--- src/rtl/soc_config.svh ---
`ifndef SOC_CONFIG_SVH
`define SOC_CONFIG_SVH

// Register port widths
`define SOC_DATA_W 16
`define SOC_ADDR_W 3

// SPI host
// Chip-select lines, at most one low at a time
`define SOC_SPI_NUM_CS 2

// System clock cycles per SPI clock half period
`define SOC_SPI_HALF_DIV 2

// UART
// Divider after reset, one bit lasts divider plus one cycles
`define SOC_UART_DIV_RST 7

`endif

--- src/rtl/soc_reg_pkg.sv ---
`default_nettype none
`include "soc_config.svh"

package soc_reg_pkg;

  // Register port vectors
  typedef logic [`SOC_ADDR_W-1:0] reg_addr_t;
  typedef logic [`SOC_DATA_W-1:0] reg_data_t;

  // Register map, unlisted addresses read as zero
  typedef enum reg_addr_t {
    REG_CTRL      = 0,
    REG_UART_DATA = 1,
    REG_SPI_DATA  = 2,
    REG_STATUS    = 3
  } reg_map_e;

  // Control register fields, divider sits in bits 7:0
  localparam int unsigned CTRL_DIV_MSB    = 7;
  localparam int unsigned CTRL_CS_IDX_BIT = 8;
  localparam int unsigned CTRL_CS_EN_BIT  = 9;

  // Status register fields
  localparam int unsigned STAT_UART_BUSY_BIT = 0;
  localparam int unsigned STAT_SPI_BUSY_BIT  = 1;

endpackage

`default_nettype wire

--- src/rtl/soc_io_pkg.sv ---
`default_nettype none
`include "soc_config.svh"

package soc_io_pkg;

  // One data unit on either serial line
  typedef logic [7:0] byte_t;

  // UART bit divider
  typedef logic [7:0] baud_div_t;

  // SPI chip selects, active low
  typedef logic [`SOC_SPI_NUM_CS-1:0] cs_vec_t;

  // 8N1 transmit frame
  typedef enum logic [1:0] {
    UART_IDLE,
    UART_START,
    UART_DATA,
    UART_STOP
  } uart_state_e;

  // Mode-0 transfer: lead half period, 8 clock pulses, trail half period
  typedef enum logic [1:0] {
    SPI_IDLE,
    SPI_LEAD,
    SPI_SHIFT,
    SPI_TRAIL
  } spi_state_e;

endpackage

`default_nettype wire

--- src/rtl/soc_regfile.sv ---
`timescale 1ns/1ps
`default_nettype none
`include "soc_config.svh"

module soc_regfile
  import soc_reg_pkg::*;
  import soc_io_pkg::*;
(
  input  logic      clk_i,
  input  logic      arst_n_i,
  // Register port
  input  logic      reg_we_i,
  input  logic      reg_re_i,
  input  reg_addr_t reg_addr_i,
  input  reg_data_t reg_wdata_i,
  output reg_data_t reg_rdata_o,
  // UART
  output logic      uart_start_o,
  output byte_t     uart_byte_o,
  output baud_div_t uart_div_o,
  input  logic      uart_busy_i,
  // SPI host
  output logic      spi_start_o,
  output byte_t     spi_tx_byte_o,
  output logic      spi_cs_idx_o,
  output logic      spi_cs_en_o,
  input  logic      spi_busy_i,
  input  logic      spi_done_i,
  input  byte_t     spi_rx_byte_i
);

  reg_map_e  addr;
  logic      ctrl_wr;
  logic      uart_wr;
  logic      spi_wr;
  // Launch issued or transfer running
  logic      uart_pend;
  logic      spi_pend;

  baud_div_t div_q;
  logic      cs_idx_q;
  logic      cs_en_q;
  logic      uart_start_q;
  logic      spi_start_q;
  byte_t     uart_byte_q;
  byte_t     spi_tx_q;
  byte_t     spi_rx_q;
  reg_data_t rdata_d;
  reg_data_t rdata_q;

  ////////////////////////////////////////
  // Write decode
  ////////////////////////////////////////

  assign addr      = reg_map_e'(reg_addr_i);
  assign uart_pend = uart_busy_i | uart_start_q;
  assign spi_pend  = spi_busy_i | spi_start_q;

  // Data writes to a busy peripheral are dropped here
  assign ctrl_wr = reg_we_i && (addr == REG_CTRL);
  assign uart_wr = reg_we_i && (addr == REG_UART_DATA) && !uart_pend;
  assign spi_wr  = reg_we_i && (addr == REG_SPI_DATA) && !spi_pend;

  always_ff @(posedge clk_i or negedge arst_n_i) begin
    if (!arst_n_i) begin
      div_q        <= baud_div_t'(`SOC_UART_DIV_RST);
      cs_idx_q     <= 1'b0;
      cs_en_q      <= 1'b0;
      uart_start_q <= 1'b0;
      spi_start_q  <= 1'b0;
    end else begin
      if (ctrl_wr) begin
        div_q    <= reg_wdata_i[CTRL_DIV_MSB:0];
        cs_idx_q <= reg_wdata_i[CTRL_CS_IDX_BIT];
        cs_en_q  <= reg_wdata_i[CTRL_CS_EN_BIT];
      end
      // One-cycle launch pulses
      uart_start_q <= uart_wr;
      spi_start_q  <= spi_wr;
    end
  end

  always_ff @(posedge clk_i) begin
    if (uart_wr) begin
      uart_byte_q <= reg_wdata_i[7:0];
    end
    if (spi_wr) begin
      spi_tx_q <= reg_wdata_i[7:0];
    end
    // Receive byte is final at the end of the trail
    if (spi_done_i) begin
      spi_rx_q <= spi_rx_byte_i;
    end
  end

  ////////////////////////////////////////
  // Read mux
  ////////////////////////////////////////

  always_comb begin
    rdata_d = '0;
    case (addr)
      REG_CTRL: begin
        rdata_d[CTRL_DIV_MSB:0]  = div_q;
        rdata_d[CTRL_CS_IDX_BIT] = cs_idx_q;
        rdata_d[CTRL_CS_EN_BIT]  = cs_en_q;
      end
      REG_SPI_DATA: rdata_d[7:0] = spi_rx_q;
      REG_STATUS: begin
        rdata_d[STAT_UART_BUSY_BIT] = uart_pend;
        rdata_d[STAT_SPI_BUSY_BIT]  = spi_pend;
      end
      default: rdata_d = '0;
    endcase
  end

  // Held until the next read strobe
  always_ff @(posedge clk_i or negedge arst_n_i) begin
    if (!arst_n_i) begin
      rdata_q <= '0;
    end else if (reg_re_i) begin
      rdata_q <= rdata_d;
    end
  end

  assign reg_rdata_o   = rdata_q;
  assign uart_start_o  = uart_start_q;
  assign uart_byte_o   = uart_byte_q;
  assign uart_div_o    = div_q;
  assign spi_start_o   = spi_start_q;
  assign spi_tx_byte_o = spi_tx_q;
  assign spi_cs_idx_o  = cs_idx_q;
  assign spi_cs_en_o   = cs_en_q;

  // Launch never reaches a UART still sending a frame
  a_uart_start_idle: assert property (@(posedge clk_i) disable iff (!arst_n_i)
    !(uart_start_o && uart_busy_i));

endmodule

`default_nettype wire

--- src/rtl/soc_uart_tx.sv ---
`timescale 1ns/1ps
`default_nettype none

module soc_uart_tx
  import soc_io_pkg::*;
(
  input  logic      clk_i,
  input  logic      arst_n_i,
  input  logic      start_i,
  input  byte_t     byte_i,
  input  baud_div_t div_i,
  output logic      busy_o,
  output logic      tx_o
);

  uart_state_e state_q;
  baud_div_t   div_q;
  baud_div_t   cnt_q;
  logic [2:0]  bit_q;
  byte_t       shift_q;
  logic        tx_q;
  logic        bit_end;

  // Counter runs down from the divider, so each bit is div plus one cycles
  assign bit_end = (cnt_q == '0);

  always_ff @(posedge clk_i or negedge arst_n_i) begin
    if (!arst_n_i) begin
      state_q <= UART_IDLE;
      div_q   <= '0;
      cnt_q   <= '0;
      bit_q   <= '0;
      tx_q    <= 1'b1;
    end else begin
      if (state_q != UART_IDLE) begin
        cnt_q <= bit_end ? div_q : cnt_q - 1'b1;
      end
      case (state_q)
        UART_IDLE: begin
          // Divider latched here, control changes apply to the next frame
          if (start_i) begin
            state_q <= UART_START;
            div_q   <= div_i;
            cnt_q   <= div_i;
            tx_q    <= 1'b0;
          end
        end
        UART_START: begin
          if (bit_end) begin
            state_q <= UART_DATA;
            bit_q   <= '0;
            tx_q    <= shift_q[0];
          end
        end
        UART_DATA: begin
          if (bit_end) begin
            if (bit_q == 3'd7) begin
              state_q <= UART_STOP;
              tx_q    <= 1'b1;
            end else begin
              bit_q <= bit_q + 1'b1;
              tx_q  <= shift_q[1];
            end
          end
        end
        UART_STOP: begin
          if (bit_end) begin
            state_q <= UART_IDLE;
          end
        end
        default: state_q <= UART_IDLE;
      endcase
    end
  end

  // LSB first
  always_ff @(posedge clk_i) begin
    if (state_q == UART_IDLE && start_i) begin
      shift_q <= byte_i;
    end else if (state_q == UART_DATA && bit_end) begin
      shift_q <= shift_q >> 1;
    end
  end

  assign busy_o = (state_q != UART_IDLE);
  assign tx_o   = tx_q;

  a_tx_idle_high: assert property (@(posedge clk_i) disable iff (!arst_n_i)
    (state_q == UART_IDLE) |-> tx_o);

endmodule

`default_nettype wire

--- src/rtl/soc_spi_host.sv ---
`timescale 1ns/1ps
`default_nettype none
`include "soc_config.svh"

module soc_spi_host
  import soc_io_pkg::*;
(
  input  logic    clk_i,
  input  logic    arst_n_i,
  input  logic    start_i,
  input  byte_t   tx_byte_i,
  input  logic    cs_idx_i,
  input  logic    cs_en_i,
  input  logic    sd_i,
  output logic    busy_o,
  output logic    done_o,
  output byte_t   rx_byte_o,
  output logic    sck_o,
  output cs_vec_t csb_o,
  output logic    sd_o,
  output logic    sd_en_o
);

  localparam int unsigned HALF_DIV = `SOC_SPI_HALF_DIV;
  localparam int unsigned CNT_W    = (HALF_DIV > 1) ? $clog2(HALF_DIV) : 1;

  spi_state_e       state_q;
  logic [CNT_W-1:0] cnt_q;
  logic [2:0]       bit_q;
  logic             sck_q;
  cs_vec_t          csb_q;
  byte_t            shift_q;
  logic             miso_q;
  logic             half_end;
  logic             sck_rise;
  logic             sck_fall;

  ////////////////////////////////////////
  // Clock generation
  ////////////////////////////////////////

  assign half_end = (cnt_q == CNT_W'(HALF_DIV - 1));

  // Half-period counter
  always_ff @(posedge clk_i or negedge arst_n_i) begin
    if (!arst_n_i) begin
      cnt_q <= '0;
    end else if (state_q == SPI_IDLE || half_end) begin
      cnt_q <= '0;
    end else begin
      cnt_q <= cnt_q + 1'b1;
    end
  end

  // First rise ends the lead, the last low half leads into the trail
  assign sck_rise = half_end && !sck_q &&
                    (state_q == SPI_LEAD || (state_q == SPI_SHIFT && bit_q != 3'd7));
  assign sck_fall = half_end && sck_q && (state_q == SPI_SHIFT);

  always_ff @(posedge clk_i or negedge arst_n_i) begin
    if (!arst_n_i) begin
      state_q <= SPI_IDLE;
      bit_q   <= '0;
      sck_q   <= 1'b0;
      csb_q   <= '1;
    end else begin
      case (state_q)
        SPI_IDLE: begin
          if (start_i) begin
            state_q <= SPI_LEAD;
            bit_q   <= '0;
            csb_q   <= cs_en_i ? ~(cs_vec_t'(1) << cs_idx_i) : '1;
          end
        end
        SPI_LEAD: begin
          if (sck_rise) begin
            state_q <= SPI_SHIFT;
            sck_q   <= 1'b1;
          end
        end
        SPI_SHIFT: begin
          if (sck_fall) begin
            sck_q <= 1'b0;
          end else if (sck_rise) begin
            sck_q <= 1'b1;
            bit_q <= bit_q + 1'b1;
          end else if (half_end) begin
            state_q <= SPI_TRAIL;
          end
        end
        SPI_TRAIL: begin
          if (half_end) begin
            state_q <= SPI_IDLE;
            csb_q   <= '1;
          end
        end
        default: state_q <= SPI_IDLE;
      endcase
    end
  end

  ////////////////////////////////////////
  // Shift register
  ////////////////////////////////////////

  // MISO taken as SCK rises, shifted in while MOSI moves on the fall
  always_ff @(posedge clk_i) begin
    if (state_q == SPI_IDLE && start_i) begin
      shift_q <= tx_byte_i;
    end else if (sck_fall) begin
      shift_q <= {shift_q[6:0], miso_q};
    end
    if (sck_rise) begin
      miso_q <= sd_i;
    end
  end

  assign busy_o    = (state_q != SPI_IDLE);
  assign done_o    = (state_q == SPI_TRAIL) && half_end;
  assign rx_byte_o = shift_q;
  assign sck_o     = sck_q;
  assign csb_o     = csb_q;
  assign sd_o      = shift_q[7];
  assign sd_en_o   = (state_q != SPI_IDLE);

  a_one_cs_low: assert property (@(posedge clk_i) disable iff (!arst_n_i)
    $countones(~csb_o) <= 1);

  a_sck_idle_low: assert property (@(posedge clk_i) disable iff (!arst_n_i)
    (state_q != SPI_SHIFT) |-> !sck_o);

endmodule

`default_nettype wire

--- src/rtl/soc_periph_top.sv ---
`timescale 1ns/1ps
`default_nettype none

module soc_periph_top
  import soc_reg_pkg::*;
  import soc_io_pkg::*;
(
  input  logic      clk_i,
  input  logic      arst_n_i,
  // Register port
  input  logic      reg_we_i,
  input  logic      reg_re_i,
  input  reg_addr_t reg_addr_i,
  input  reg_data_t reg_wdata_i,
  output reg_data_t reg_rdata_o,
  // UART pin
  output logic      uart_tx_o,
  // SPI pins
  output logic      spi_sck_o,
  output cs_vec_t   spi_csb_o,
  output logic      spi_sd_o,
  output logic      spi_sd_en_o,
  input  logic      spi_sd_i
);

  logic      uart_start;
  byte_t     uart_byte;
  baud_div_t uart_div;
  logic      uart_busy;

  logic      spi_start;
  byte_t     spi_tx_byte;
  logic      spi_cs_idx;
  logic      spi_cs_en;
  logic      spi_busy;
  logic      spi_done;
  byte_t     spi_rx_byte;

  ////////////////////////////////////////
  // Register file
  ////////////////////////////////////////

  soc_regfile u_regfile (
    .clk_i         ( clk_i       ),
    .arst_n_i      ( arst_n_i    ),
    .reg_we_i      ( reg_we_i    ),
    .reg_re_i      ( reg_re_i    ),
    .reg_addr_i    ( reg_addr_i  ),
    .reg_wdata_i   ( reg_wdata_i ),
    .reg_rdata_o   ( reg_rdata_o ),
    .uart_start_o  ( uart_start  ),
    .uart_byte_o   ( uart_byte   ),
    .uart_div_o    ( uart_div    ),
    .uart_busy_i   ( uart_busy   ),
    .spi_start_o   ( spi_start   ),
    .spi_tx_byte_o ( spi_tx_byte ),
    .spi_cs_idx_o  ( spi_cs_idx  ),
    .spi_cs_en_o   ( spi_cs_en   ),
    .spi_busy_i    ( spi_busy    ),
    .spi_done_i    ( spi_done    ),
    .spi_rx_byte_i ( spi_rx_byte )
  );

  ////////////////////////////////////////
  // Peripherals
  ////////////////////////////////////////

  soc_uart_tx u_uart_tx (
    .clk_i    ( clk_i      ),
    .arst_n_i ( arst_n_i   ),
    .start_i  ( uart_start ),
    .byte_i   ( uart_byte  ),
    .div_i    ( uart_div   ),
    .busy_o   ( uart_busy  ),
    .tx_o     ( uart_tx_o  )
  );

  soc_spi_host u_spi_host (
    .clk_i     ( clk_i       ),
    .arst_n_i  ( arst_n_i    ),
    .start_i   ( spi_start   ),
    .tx_byte_i ( spi_tx_byte ),
    .cs_idx_i  ( spi_cs_idx  ),
    .cs_en_i   ( spi_cs_en   ),
    .sd_i      ( spi_sd_i    ),
    .busy_o    ( spi_busy    ),
    .done_o    ( spi_done    ),
    .rx_byte_o ( spi_rx_byte ),
    .sck_o     ( spi_sck_o   ),
    .csb_o     ( spi_csb_o   ),
    .sd_o      ( spi_sd_o    ),
    .sd_en_o   ( spi_sd_en_o )
  );

endmodule

`default_nettype wire

--- config.mk ---
export PLATFORM = sky130hd
export DESIGN_NAME = soc_periph_top
export DESIGN_NICKNAME = d
export VERILOG_FILES = /design/src/rtl/soc_reg_pkg.sv /design/src/rtl/soc_io_pkg.sv /design/src/rtl/soc_regfile.sv /design/src/rtl/soc_uart_tx.sv /design/src/rtl/soc_spi_host.sv /design/src/rtl/soc_periph_top.sv
export VERILOG_INCLUDE_DIRS = /design/src /design/src/rtl
export SDC_FILE = /design/constraint.sdc
export NUM_CORES = 1
export LEC_CHECK = 0
export ABC_AREA = 1
export BUFFER_PORTS_ARGS = -buffer_cell sky130_fd_sc_hd__buf_2
export CORE_UTILIZATION = 27
export CTS_CLUSTER_SIZE = 40
export DETAILED_ROUTE_END_ITERATION = 10
export PLACE_DENSITY = 0.49
export SLEW_MARGIN = 15
export SYNTH_ARGS = -nofsm -noshare
export SYNTH_HDL_FRONTEND = slang
export SYNTH_SLANG_ARGS = --single-unit
--- constraint.sdc ---
create_clock -name clk_i -period 2.9 [get_ports clk_i]
set_clock_uncertainty 0.15 [all_clocks]
set_input_delay 0 -clock clk_i [delete_from_list [all_inputs] [get_ports clk_i]]
set_output_delay 0 -clock clk_i [all_outputs]
set_load 0.005 [all_outputs]
Word-level counts from Yosys, hierarchy flattened. Index checks and enable logic that the tools add are counted.

Add/subtract/negate cells: 4. Multiply operators: 0. Divide/modulo/power cells: 0. Magnitude comparators: 0. Eq/ne operators: 24. Shifts and indexed selects: 1. Muxes and demuxes: 44. Bitwise operators: 3. Reductions and logical operators: 39.

Operators with widths (count): 8-bit 2-to-1 mux (8); 2-bit 2-to-1 mux (14); 3-bit 2-to-1 mux (6); 2-bit by 1-bit inequality test with 1-bit output, second input constant (8); 2-bit one-hot mux with 4 select lines (2); 2-bit nonzero test (8); 1-bit logical AND (14); 3-bit one-hot mux with 2 select lines (2); 6-bit one-hot mux with 2 select lines (1); 4-bit AND reduction (3); 2-bit inequality test, second input constant (5); 2-bit == test, second input constant (4); 8-bit zero test (1); 8-bit by 1-bit subtractor with 8-bit output, second input constant (1); 1-bit 2-to-1 mux (7); 3-bit by 1-bit adder with 3-bit output, second input constant (2); 3-bit by 2-bit == test with 1-bit output, second input constant (2); 2-bit one-hot mux with 3 select lines (1); 6-bit AND reduction (1); 5-bit AND reduction (1); 2-bit by 1-bit == test with 1-bit output, second input constant (2); 2-bit zero test (2); 2-bit one-hot mux with 2 select lines (1); 3-bit by 1-bit == test with 1-bit output, second input constant (1); 14 further kinds (18).

Register bits after elaboration: 94. Latch bits: 0. Bits in writable memories: 0. ROM bits: 0. Bits of input ports: 24. Output and inout port bits: 22. Logic and storage cells: 137. Memories: 0.

Depth between registers and ports, before layout. Gate-level depths: netlist of run 1.

Depth after elaboration: 7. Depth in mapped cells: 9. Mapped depth without buffers: 9.

Modules after synthesis. A second synthesis of run 1 with hierarchy kept.

Cells, all modules: 457. Area, all modules: 4486.8 um^2.

Modules (own cells, without submodules): soc_regfile (instances 1, cells an instance 152, area an instance 1858.0 um^2, seq. area each 1275.0 um^2); soc_uart_tx (instances 1, cells an instance 209, area an instance 1695.4 um^2, seq. area each 792.0 um^2); soc_spi_host (instances 1, cells an instance 96, area an instance 933.4 um^2, seq. area each 498.0 um^2).

Worst setup path before layout of run 1. No wires, ideal clock.

Path kind: reg-to-reg. From: register u_uart_tx.state_q[0]. To: register u_regfile.uart_byte_q[0] (netlist: u_regfile.uart_byte_o[0]) (enable). Library setup time: 0.397 ns. Arrival: 1.939 ns. Required time: 2.353 ns. Slack: 0.413 ns. Stages on the path, launching flop included: 7. Buffers on the path: 0. Clock period less this slack: 2.487 ns. Cells stage by stage: dfrtp_1 > inv_1 > ha_1 > inv_1 > nor2_4 > nand2_1 > nor4_1.

Longest elaborated chain between the ends: 4.

Ends and longest elaborated chain: from (decl) (line soc_uart_tx.sv:16) `uart_state_e state_q;`; from (signal assigned) (line soc_uart_tx.sv:29) `state_q <= UART_IDLE;`; from (signal assigned) (line soc_uart_tx.sv:42) `state_q <= UART_START;`; from (signal assigned) (line soc_uart_tx.sv:50) `state_q <= UART_DATA;`; 2-bit nonzero test (line soc_uart_tx.sv:85) `assign busy_o = (state_q != UART_IDLE);`; 1-bit OR (line soc_regfile.sv:56) `assign uart_pend = uart_busy_i | uart_start_q;`; 1-bit zero test (line soc_regfile.sv:61) `assign uart_wr = reg_we_i && (addr == REG_UART_DATA) && !uart_pend;`; 1-bit logical AND (line soc_regfile.sv:61); net u_regfile.uart_wr (line soc_regfile.sv:34) `logic uart_wr;`; to (signal assigned) (line soc_regfile.sv:85) `uart_byte_q <= reg_wdata_i[7:0];`; to (decl) (line soc_regfile.sv:45) `byte_t uart_byte_q;`.

The timed path passes the listed nets, and every way through them passes these cells. A chain may end at the register's enable or synchronous reset.

Final worst setup path of run 1. Same ends and word-level chain as after synthesis.

==> qor.csv, run 1 <==
metric,value,unit
remaining design rule violation count,0,
Worst Path Max Fanout,9,
fin nets,518,
most used flip-flop cell after synthesis,sky130_fd_sc_hd__dfrtp_1,
number of buffer cells added on primary ports,33,
Netlist cell types,37,
CTS H-tree depth,3,
global-route wire length before repair,14800,µm
Core Rows,45,
outcome,"complete, no violations",
"leading cell type in the layout, fill and taps excluded",sky130_fd_sc_hd__nand2_1,
largest vdd supply drop,248,µV
Total Negative Setup Slacks,0,ps
slew at the pin with the worst max-slew slack,704,ps
type of destination of the critical path,flop,
number of clock sinks,94,
number of pins with negative max-slew slack in the final report,0,
starting density of the core,0.282,
"Worst Path Class, Setup",reg -> reg,
pin count of the biggest net entering global routing,54,
hold path start,reg_addr_i[2],
cell leakage power,2.37,nW
Resize count post-CTS,0,
total power per unit cell area,860,mW/mm²
area growth from synthesis to layout,20.7,%
TritonCTS clock tree,done,
Peak Freq,369,MHz
RSZ-0062 raised after global routing,false,
remaining global-route overflow,0,
via count,2999,
post-CTS clock slew at the launch and capture registers of the worst setup and hold paths,70,ps
number of instances in the synthesized netlist,418,
Worst Path Required,2800,ps
Netlist Area Pre-Place,0.00434,mm²
post-place instance area,0.00474,mm²
critical path launch point,u_uart_tx.state_q[0],
synthesized flop and latch total,94,
Vias per Instance,4.32,
Root Driver,sky130_fd_sc_hd__clkbuf_16,
signal arrival time at the worst endpoint,2600,ps
Reg2Reg Setup Slack,190,ps
Post-synth EDFFs,41,
worst hold-check path type,in -> reg,
# diodes,0,
global routing met1 resource utilization,0.167,
vias in the first global route,2894,
sequential fraction of the synthesis area,0.591,
post-route design area,0.00524,mm²
last weighted congestion value of the routability-driven placer,0.754,
met3 track demand over resource,0.0204,
met2 Use GR,0.178,
Fin. Hold Viols,0,
post-CTS setup repair buffer count,0,
average cell area after synthesis,10.4,µm²
element type at the critical path start,flop,
violation count after the first detailed-routing iteration,146,
number of detailed-routing iterations run before antenna repair,4,
ANT nets after route,0,
maximum count of clock buffers along a single path,2,
fraction of layout instances using a drive strength above 1,0.193,
most used cells in the layout excluding fill and tap cells,"108 x sky130_fd_sc_hd__nand2_1, 47 x sky130_fd_sc_hd__inv_1, 47 x sky130_fd_sc_hd__dfrtp_1",
post-DR wirelength/cell,13.2,µm
GRT Resource Usage Total,0.118,
Async SR Flop Fraction,0.564,
hold bufs inserted after CTS,19,
detailed placer's ending HPWL,6630,µm
warning count from the yosys run,0,
Core ar.,0.0154,mm²
die area,0.0166,mm²
Die Wd,129,µm
later-pin clock latency in the skew report,340,ps
worst reg2reg startpoint,u_uart_tx.state_q[0],
relative max-transition margin,0.531,
die height,129,µm
fraction of the cycle the final worst path needs,0.933,
initial antenna violation count,0,
number of top-level pins,46,
clock buffer count from CTS,9,
final wirelength,9150,µm
most heavily used metal layer in global routing,met2,
shortest period the worst path allows,2710,ps
setup violation total in the final timing report,0,
max_cap viols,0,
==> layer usage <==
| metal | part of all wire | up-vias |
|---|---|---|
| met2 | 0.44 | 48 |
| met1 | 0.52 | 1444 |
| met3 | 0.023 | 10 |
| met4 | 0.017 | 0 |
| li1 | - | 1497 |
| met5 | 0 | - |
==> area by class of cell <==
class / instances / area, µm²
clock buffers: 12 / 236
clock inverters: 4 / 72.6
fillers: 1588 / 10200
inverters: 48 / 180
multi-input cells: 267 / 1520
flip-flops and latches: 94 / 2560
well taps: 211 / 264
repair buffers: 58 / 400
==> where the power goes <==
group	leakage (nW)	switching (W)	internal, W	total [W]
Clock	0.147	0.000487	0.000755	0.00124
Sequential	1.04	0.000178	0.00170	0.00188
Combinational	1.18	0.000858	0.000533	0.00139
Total	2.37	0.00152	0.00299	0.00451
==> critical path, cell delays in order (launching register included) <==
cell                            delay, ps
sky130_fd_sc_hd__dfrtp_1              410
sky130_fd_sc_hd__inv_1                120
sky130_fd_sc_hd__ha_1                 280
sky130_fd_sc_hd__inv_1                200
sky130_fd_sc_hd__nor2_4               240
sky130_fd_sc_hd__nand2_1               90
sky130_fd_sc_hd__nor4_1               170
sky130_fd_sc_hd__dlygate4sd3_1        580
sky130_fd_sc_hd__buf_4                170
==> synth_stat cells, drive strengths merged (2+ instances only) <==
library cell | count | share of area
a21oi | 7 | 0.0081
a31oi | 6 | 0.0086
buf | 10 | 0.018
clkbuf | 4 | 0.0035
dfrtp | 47 | 0.27
dfstp | 6 | 0.036
edfxtp | 41 | 0.28
ha | 16 | 0.046
inv | 48 | 0.041
mux2 | 17 | 0.051
nand2 | 111 | 0.098
nand3 | 31 | 0.036
nor2 | 28 | 0.035
nor3 | 3 | 0.0058
o211ai | 4 | 0.0081
o21ai | 30 | 0.035
or2 | 2 | 0.0035
==> path summary, 6_finish.rpt <==
check | endpoint | cells past startpoint
worst max-delay path | u_regfile.uart_byte_o[0] | 8
worst min-delay path | u_regfile.reg_rdata_o[7] | 5
worst max register to register | u_regfile.uart_byte_o[0] | 8
worst min register to register | u_regfile.spi_rx_q[6] | 0
max in group asynchronous | u_uart_tx.state_q[1] | 3
min in group asynchronous | u_spi_host.sck_o | 3
==> flip-flops by register name, summed over array words and instances, names as in the netlist, 2 cells and up <==
register,flops
u_regfile.uart_byte_o,8
u_uart_tx.state_q,2
u_spi_host.state_q,2
u_spi_host.bit_q,3
u_regfile.reg_rdata_o,10
u_regfile.spi_tx_byte_o,8
u_uart_tx.bit_q,3
u_spi_host.csb_o,2
u_regfile.spi_rx_q,8
u_regfile.uart_div_o,8
u_uart_tx.cnt_q,8
u_spi_host.rx_byte_o,8
u_uart_tx.div_q,8
u_uart_tx.shift_q,8
==> cells by family after synthesis <==
group           Yosys count  synth area share
compound gates           49            0.0637
flops                    94             0.591
simple gates            177             0.181
xor+xnor                  2           0.00403
fa+ha+maj                16            0.0461
other cells               1          0.000863
mux                      17            0.0510
buf+inv                  62            0.0628
==> per-stage QoR <==
| step | util | power, W | hold WS, ps | setup slack [ps] | cells |
|---|---|---|---|---|---|
| after floorplan | - | 0.00290 | -446 | 413 | 423 |
| after global placement | 0.307 | 0.00324 | 25.7 | 774 | 659 |
| after detailed placement | 0.307 | 0.00328 | 34.6 | 697 | 659 |
| after CTS | 0.340 | 0.00456 | 40.1 | 189 | 694 |
| after global routing | 0.340 | 0.00483 | 72.1 | 50.3 | 694 |
| final | 0.340 | 0.00451 | 52.1 | 194 | 694 |
No activity file was read; power rests on OpenSTA's default activity.
==> run 2: changes to the inputs <==
Settings changed: GPL_TIMING_DRIVEN from default to 0.
==> qor.csv, run 2 (synthesis gave the netlist of run 1 again) <==
metric,value,unit
starting density of the core,0.282,
Reg2Reg Setup Slack,160,ps
worst hold-check path type,in -> async,
largest vdd supply drop,305,µV
RSZ-0062 raised after global routing,false,
clock buffer count from CTS,9,
remaining global-route overflow,0,
GRT Resource Usage Total,0.123,
pin count of the biggest net entering global routing,54,
"leading cell type in the layout, fill and taps excluded",sky130_fd_sc_hd__nand2_1,
post-route design area,0.00530,mm²
Fin. Hold Viols,0,
vias in the first global route,3042,
Core ar.,0.0154,mm²
global-route wire length before repair,15500,µm
Worst Path Max Fanout,6,
Die Wd,129,µm
Peak Freq,364,MHz
post-CTS clock slew at the launch and capture registers of the worst setup and hold paths,60,ps
number of flip-flops under the largest register name,10,
Core Rows,45,
number of pins with negative max-slew slack in the final report,0,
cell depth of the worst setup path,7,
die area,0.0166,mm²
max_cap viols,0,
post-DR wirelength/cell,13.1,µm
dominant delay contributor by cell family on the critical path,buffers and inverters,
last weighted congestion value of the routability-driven placer,0.758,
fraction of the cycle the final worst path needs,0.946,
number of detailed-routing iterations run before antenna repair,4,
violation count after the first detailed-routing iteration,181,
Vias per Instance,4.23,
relative max-transition margin,0.473,
ANT nets after route,0,
Worst Path Required,2790,ps
area growth from synthesis to layout,22.0,%
# diodes,0,
die height,129,µm
total power draw,0.00452,W
Final Instance Count excl. Fillers,702,
Worst path max stage delay,650,ps
CTS H-tree depth,3,
shortest period the worst path allows,2740,ps
Root Driver,sky130_fd_sc_hd__clkbuf_16,
later-pin clock latency in the skew report,340,ps
fraction of layout instances using a drive strength above 1,0.200,
TritonCTS clock tree,done,
post-place instance area,0.00480,mm²
Bufs and invs on worst path,3,
number of instances in the placed design,667,
maximum count of clock buffers along a single path,2,
number of top-level pins,46,
crit path cell chain,inv_1 -> ha_1 -> inv_1 -> nor2_4 -> nand2_1 -> nor4_2 -> dlygate4sd3_1,
worst setup path end,u_regfile.uart_byte_o[0],
type of destination of the critical path,flop,
number of inserted filler cells in the final layout,1564,
setup violation total in the final timing report,0,
initial antenna violation count,0,
cell leakage power,2.40,nW
signal arrival time at the worst endpoint,2640,ps
worst reg2reg startpoint,u_uart_tx.state_q[0],
"Worst Path Class, Setup",reg -> reg,
outcome,"complete, no violations",
cells on worst reg2reg path,7,
number of buffer cells added on primary ports,32,
slew at the pin with the worst max-slew slack,788,ps
total power per unit cell area,853,mW/mm²
element type at the critical path start,flop,
Crit-path slowest cell,sky130_fd_sc_hd__dlygate4sd3_1,
most used cells in the layout excluding fill and tap cells,"108 x sky130_fd_sc_hd__nand2_1, 47 x sky130_fd_sc_hd__inv_1, 47 x sky130_fd_sc_hd__dfrtp_1",
critical path launch point,u_uart_tx.state_q[0],
fin nets,526,
final wirelength,9210,µm
via count,2972,
number of clock sinks,94,
reg-to-reg endpoint,u_regfile.uart_byte_o[0],
most repeated library cell on the critical path,sky130_fd_sc_hd__inv_1,
detailed placer's ending HPWL,6810,µm
remaining design rule violation count,0,
run 2: changes by cell type in the layout (fill, tap and decap cells not counted), sizes merged:
cell / before / now
buf: 39 / 43
clkbuf: 12 / 16
clkinv: 1 / 2
clkinvlp: 1 / 0
run 2: worst min path at each step:
stage / end / slack (ps) / from / cells past startpoint
finish: u_spi_host.sck_o / 100 / arst_n_i / 2
global route: u_spi_host.sck_o / 200 / arst_n_i / 2
CTS: u_spi_host.sck_o / 120 / arst_n_i / 2
detailed placement: u_spi_host.sck_o / -50 / arst_n_i / 1
global placement: u_spi_host.miso_q / 30 / spi_sd_i / 1
floorplan: u_regfile.reg_rdata_o[0] / -450 / arst_n_i / 0
run 2: stage by stage:
step           hold WS, ps  TNS (ps)  setup WS, ps  utilization
2_1_floorplan         -446         0           413            -
3_3_place_gp          34.9     -2960          -345        0.310
3_5_place_dp         -54.5         0           322        0.311
4_1_cts                123         0           120        0.344
5_1_grt                202         0          41.0        0.344
6_report              97.3         0           156        0.344
run 2: power breakdown:
part | total, W | switching [W] | internal (W)
clock network | 0.00124 | 0.000480 | 0.000757
registers | 0.00188 | 0.000182 | 0.00170
logic | 0.00141 | 0.000863 | 0.000543
total | 0.00452 | 0.00152 | 0.00300
run 2: what timing repair did:
item                                   CTS  global route
hold buffers                            19             0
endpoints found under the hold margin   93             0
buffers inserted                         0             0
resized for setup                        0             0
run 2: cell type report:
class / instances / area, µm² / area share
flip-flops and latches: 94 / 2560 / 0.484
clock inverters: 4 / 73.8 / 0.0139
multi-input cells: 267 / 1530 / 0.289
repair buffers: 52 / 358 / 0.0675
plain buffers: 14 / 92.6 / 0.0175
clock buffers: 12 / 236 / 0.0446
well taps: 211 / 264 / 0.0498
inverters: 48 / 180 / 0.0340
run 2: per-layer routing:
metal / wire length (µm) / share of wire / global-route usage
met4: 159 / 0.017 / 0.0561
met1: 4600 / 0.50 / 0.166
met2: 4210 / 0.46 / 0.197
met5: 0 / 0 / 0
met3: 241 / 0.026 / 0.0166
==> run 3: changes to the inputs <==
Settings changed: RECOVER_POWER from default to 25.
==> qor.csv, run 3 (synthesis gave the netlist of run 1 again) <==
metric,value,unit
element type at the critical path start,flop,
number of clock sinks,94,
Post-Place Setup Slack,322,ps
TritonCTS clock tree,done,
Peak Freq,364,MHz
final wirelength,9200,µm
starting density of the core,0.282,
last weighted congestion value of the routability-driven placer,0.758,
number of buffer cells added on primary ports,32,
Fin. Hold Viols,0,
largest vdd supply drop,304,µV
Core Rows,45,
final setup margin,156,ps
worst hold-check path type,in -> reg,
fin nets,526,
Core ar.,0.0154,mm²
# diodes,0,
global-route wire length before repair,15500,µm
via count,2964,
fraction of layout instances using a drive strength above 1,0.177,
clock buffer count from CTS,9,
Worst Path Max Fanout,6,
Die Wd,129,µm
total power per unit cell area,855,mW/mm²
post-CTS clock slew at the launch and capture registers of the worst setup and hold paths,60,ps
die height,129,µm
Resize count post-CTS,0,
number of pins with negative max-slew slack in the final report,0,
remaining design rule violation count,0,
Hold Worst Slack,228,ps
remaining global-route overflow,0,
setup violation total in the final timing report,0,
die area,0.0166,mm²
later-pin clock latency in the skew report,340,ps
pin count of the biggest net entering global routing,54,
"Worst Path Class, Setup",reg -> reg,
initial antenna violation count,0,
post-DR wirelength/cell,13.1,µm
number of inserted filler cells in the final layout,1570,
outcome,"complete, no violations",
"leading cell type in the layout, fill and taps excluded",sky130_fd_sc_hd__nand2_1,
post-CTS setup repair buffer count,0,
signal arrival time at the worst endpoint,2640,ps
number of top-level pins,46,
fraction of the cycle the final worst path needs,0.946,
Vias per Instance,4.22,
type of destination of the critical path,flop,
number of flip-flops under the largest register name,10,
cell leakage power,2.37,nW
ANT nets after route,0,
violation count after the first detailed-routing iteration,177,
CTS H-tree depth,3,
shortest period the worst path allows,2740,ps
detailed placer's ending HPWL,6810,µm
vias in the first global route,3042,
GRT Resource Usage Total,0.123,
Worst Path Required,2790,ps
number of detailed-routing iterations run before antenna repair,4,
max_cap viols,0,
maximum count of clock buffers along a single path,2,
area growth from synthesis to layout,21.7,%
most used cells in the layout excluding fill and tap cells,"108 x sky130_fd_sc_hd__nand2_1, 47 x sky130_fd_sc_hd__inv_1, 47 x sky130_fd_sc_hd__dfrtp_1",
Root Driver,sky130_fd_sc_hd__clkbuf_16,
RSZ-0062 raised after global routing,false,
relative max-transition margin,0.106,
hold bufs inserted after CTS,19,
slew at the pin with the worst max-slew slack,1340,ps
==> run 3: changes by cell type in the layout (fill, tap and decap cells not counted) <==
cell	before	now
sky130_fd_sc_hd__clkbuf_2	0	1
sky130_fd_sc_hd__buf_4	7	6
sky130_fd_sc_hd__buf_2	34	23
sky130_fd_sc_hd__clkbuf_1	7	18
==> run 3: critical path: stages, from the launching register on <==
cell and delay, ps:
sky130_fd_sc_hd__dfrtp_1 410, sky130_fd_sc_hd__inv_1 130, sky130_fd_sc_hd__ha_1 300, sky130_fd_sc_hd__inv_1 200
sky130_fd_sc_hd__nor2_4 260, sky130_fd_sc_hd__nand2_1 100, sky130_fd_sc_hd__nor4_2 240, sky130_fd_sc_hd__dlygate4sd3_1 650
==> run 3: where the power goes <==
part	switching [W]	internal (W)	leakage [nW]	total [W]
clock network	0.000480	0.000757	0.151	0.00124
registers	0.000181	0.00170	1.04	0.00188
logic	0.000864	0.000540	1.18	0.00140
total	0.00153	0.00299	2.37	0.00452
==> run 3: routing by layer <==
metal,share of wire,track usage,up-vias
li1,-,-,1501
met1,0.50,0.166,1405
met2,0.46,0.197,48
met3,0.028,0.0166,10
met4,0.017,0.0561,0
met5,0,0,-
==> run 3: final timing paths <==
path | start | end | slack (ps) | depth (start not counted)
worst max-delay path | u_uart_tx.state_q[0] | u_regfile.uart_byte_o[0] | 160 | 7
worst min-delay path | spi_sd_i | u_spi_host.miso_q | 230 | 2
worst max register to register | u_uart_tx.state_q[0] | u_regfile.uart_byte_o[0] | 160 | 7
worst min register to register | u_uart_tx.tx_o | u_uart_tx.tx_o | 310 | 2
max in group asynchronous | arst_n_i | u_uart_tx.state_q[1] | 1420 | 2
min in group asynchronous | arst_n_i | u_spi_host.sck_o | 350 | 2
==> run 3: stage by stage <==
stage / total power (W) / utilization / cell area [µm²] / setup TNS [ps] / std cells
floorplan: 0.00290 / - / 4360 / 0 / 423
global placement: 0.00326 / 0.310 / 4790 / -2960 / 666
detailed placement: 0.00330 / 0.311 / 4800 / 0 / 667
CTS: 0.00457 / 0.344 / 5300 / 0 / 702
global route: 0.00485 / 0.342 / 5280 / 0 / 702
finish: 0.00452 / 0.342 / 5280 / 0 / 702
==> run 3: layout make-up <==
type,count,area (µm²),share of cell area
flip-flops and latches,94,2560,0.485
multi-input cells,267,1530,0.290
repair buffers,52,342,0.0646
well taps,211,264,0.0500
clock buffers,12,236,0.0448
inverters,48,180,0.0341
plain buffers,14,92.6,0.0175
clock inverters,4,73.8,0.0140
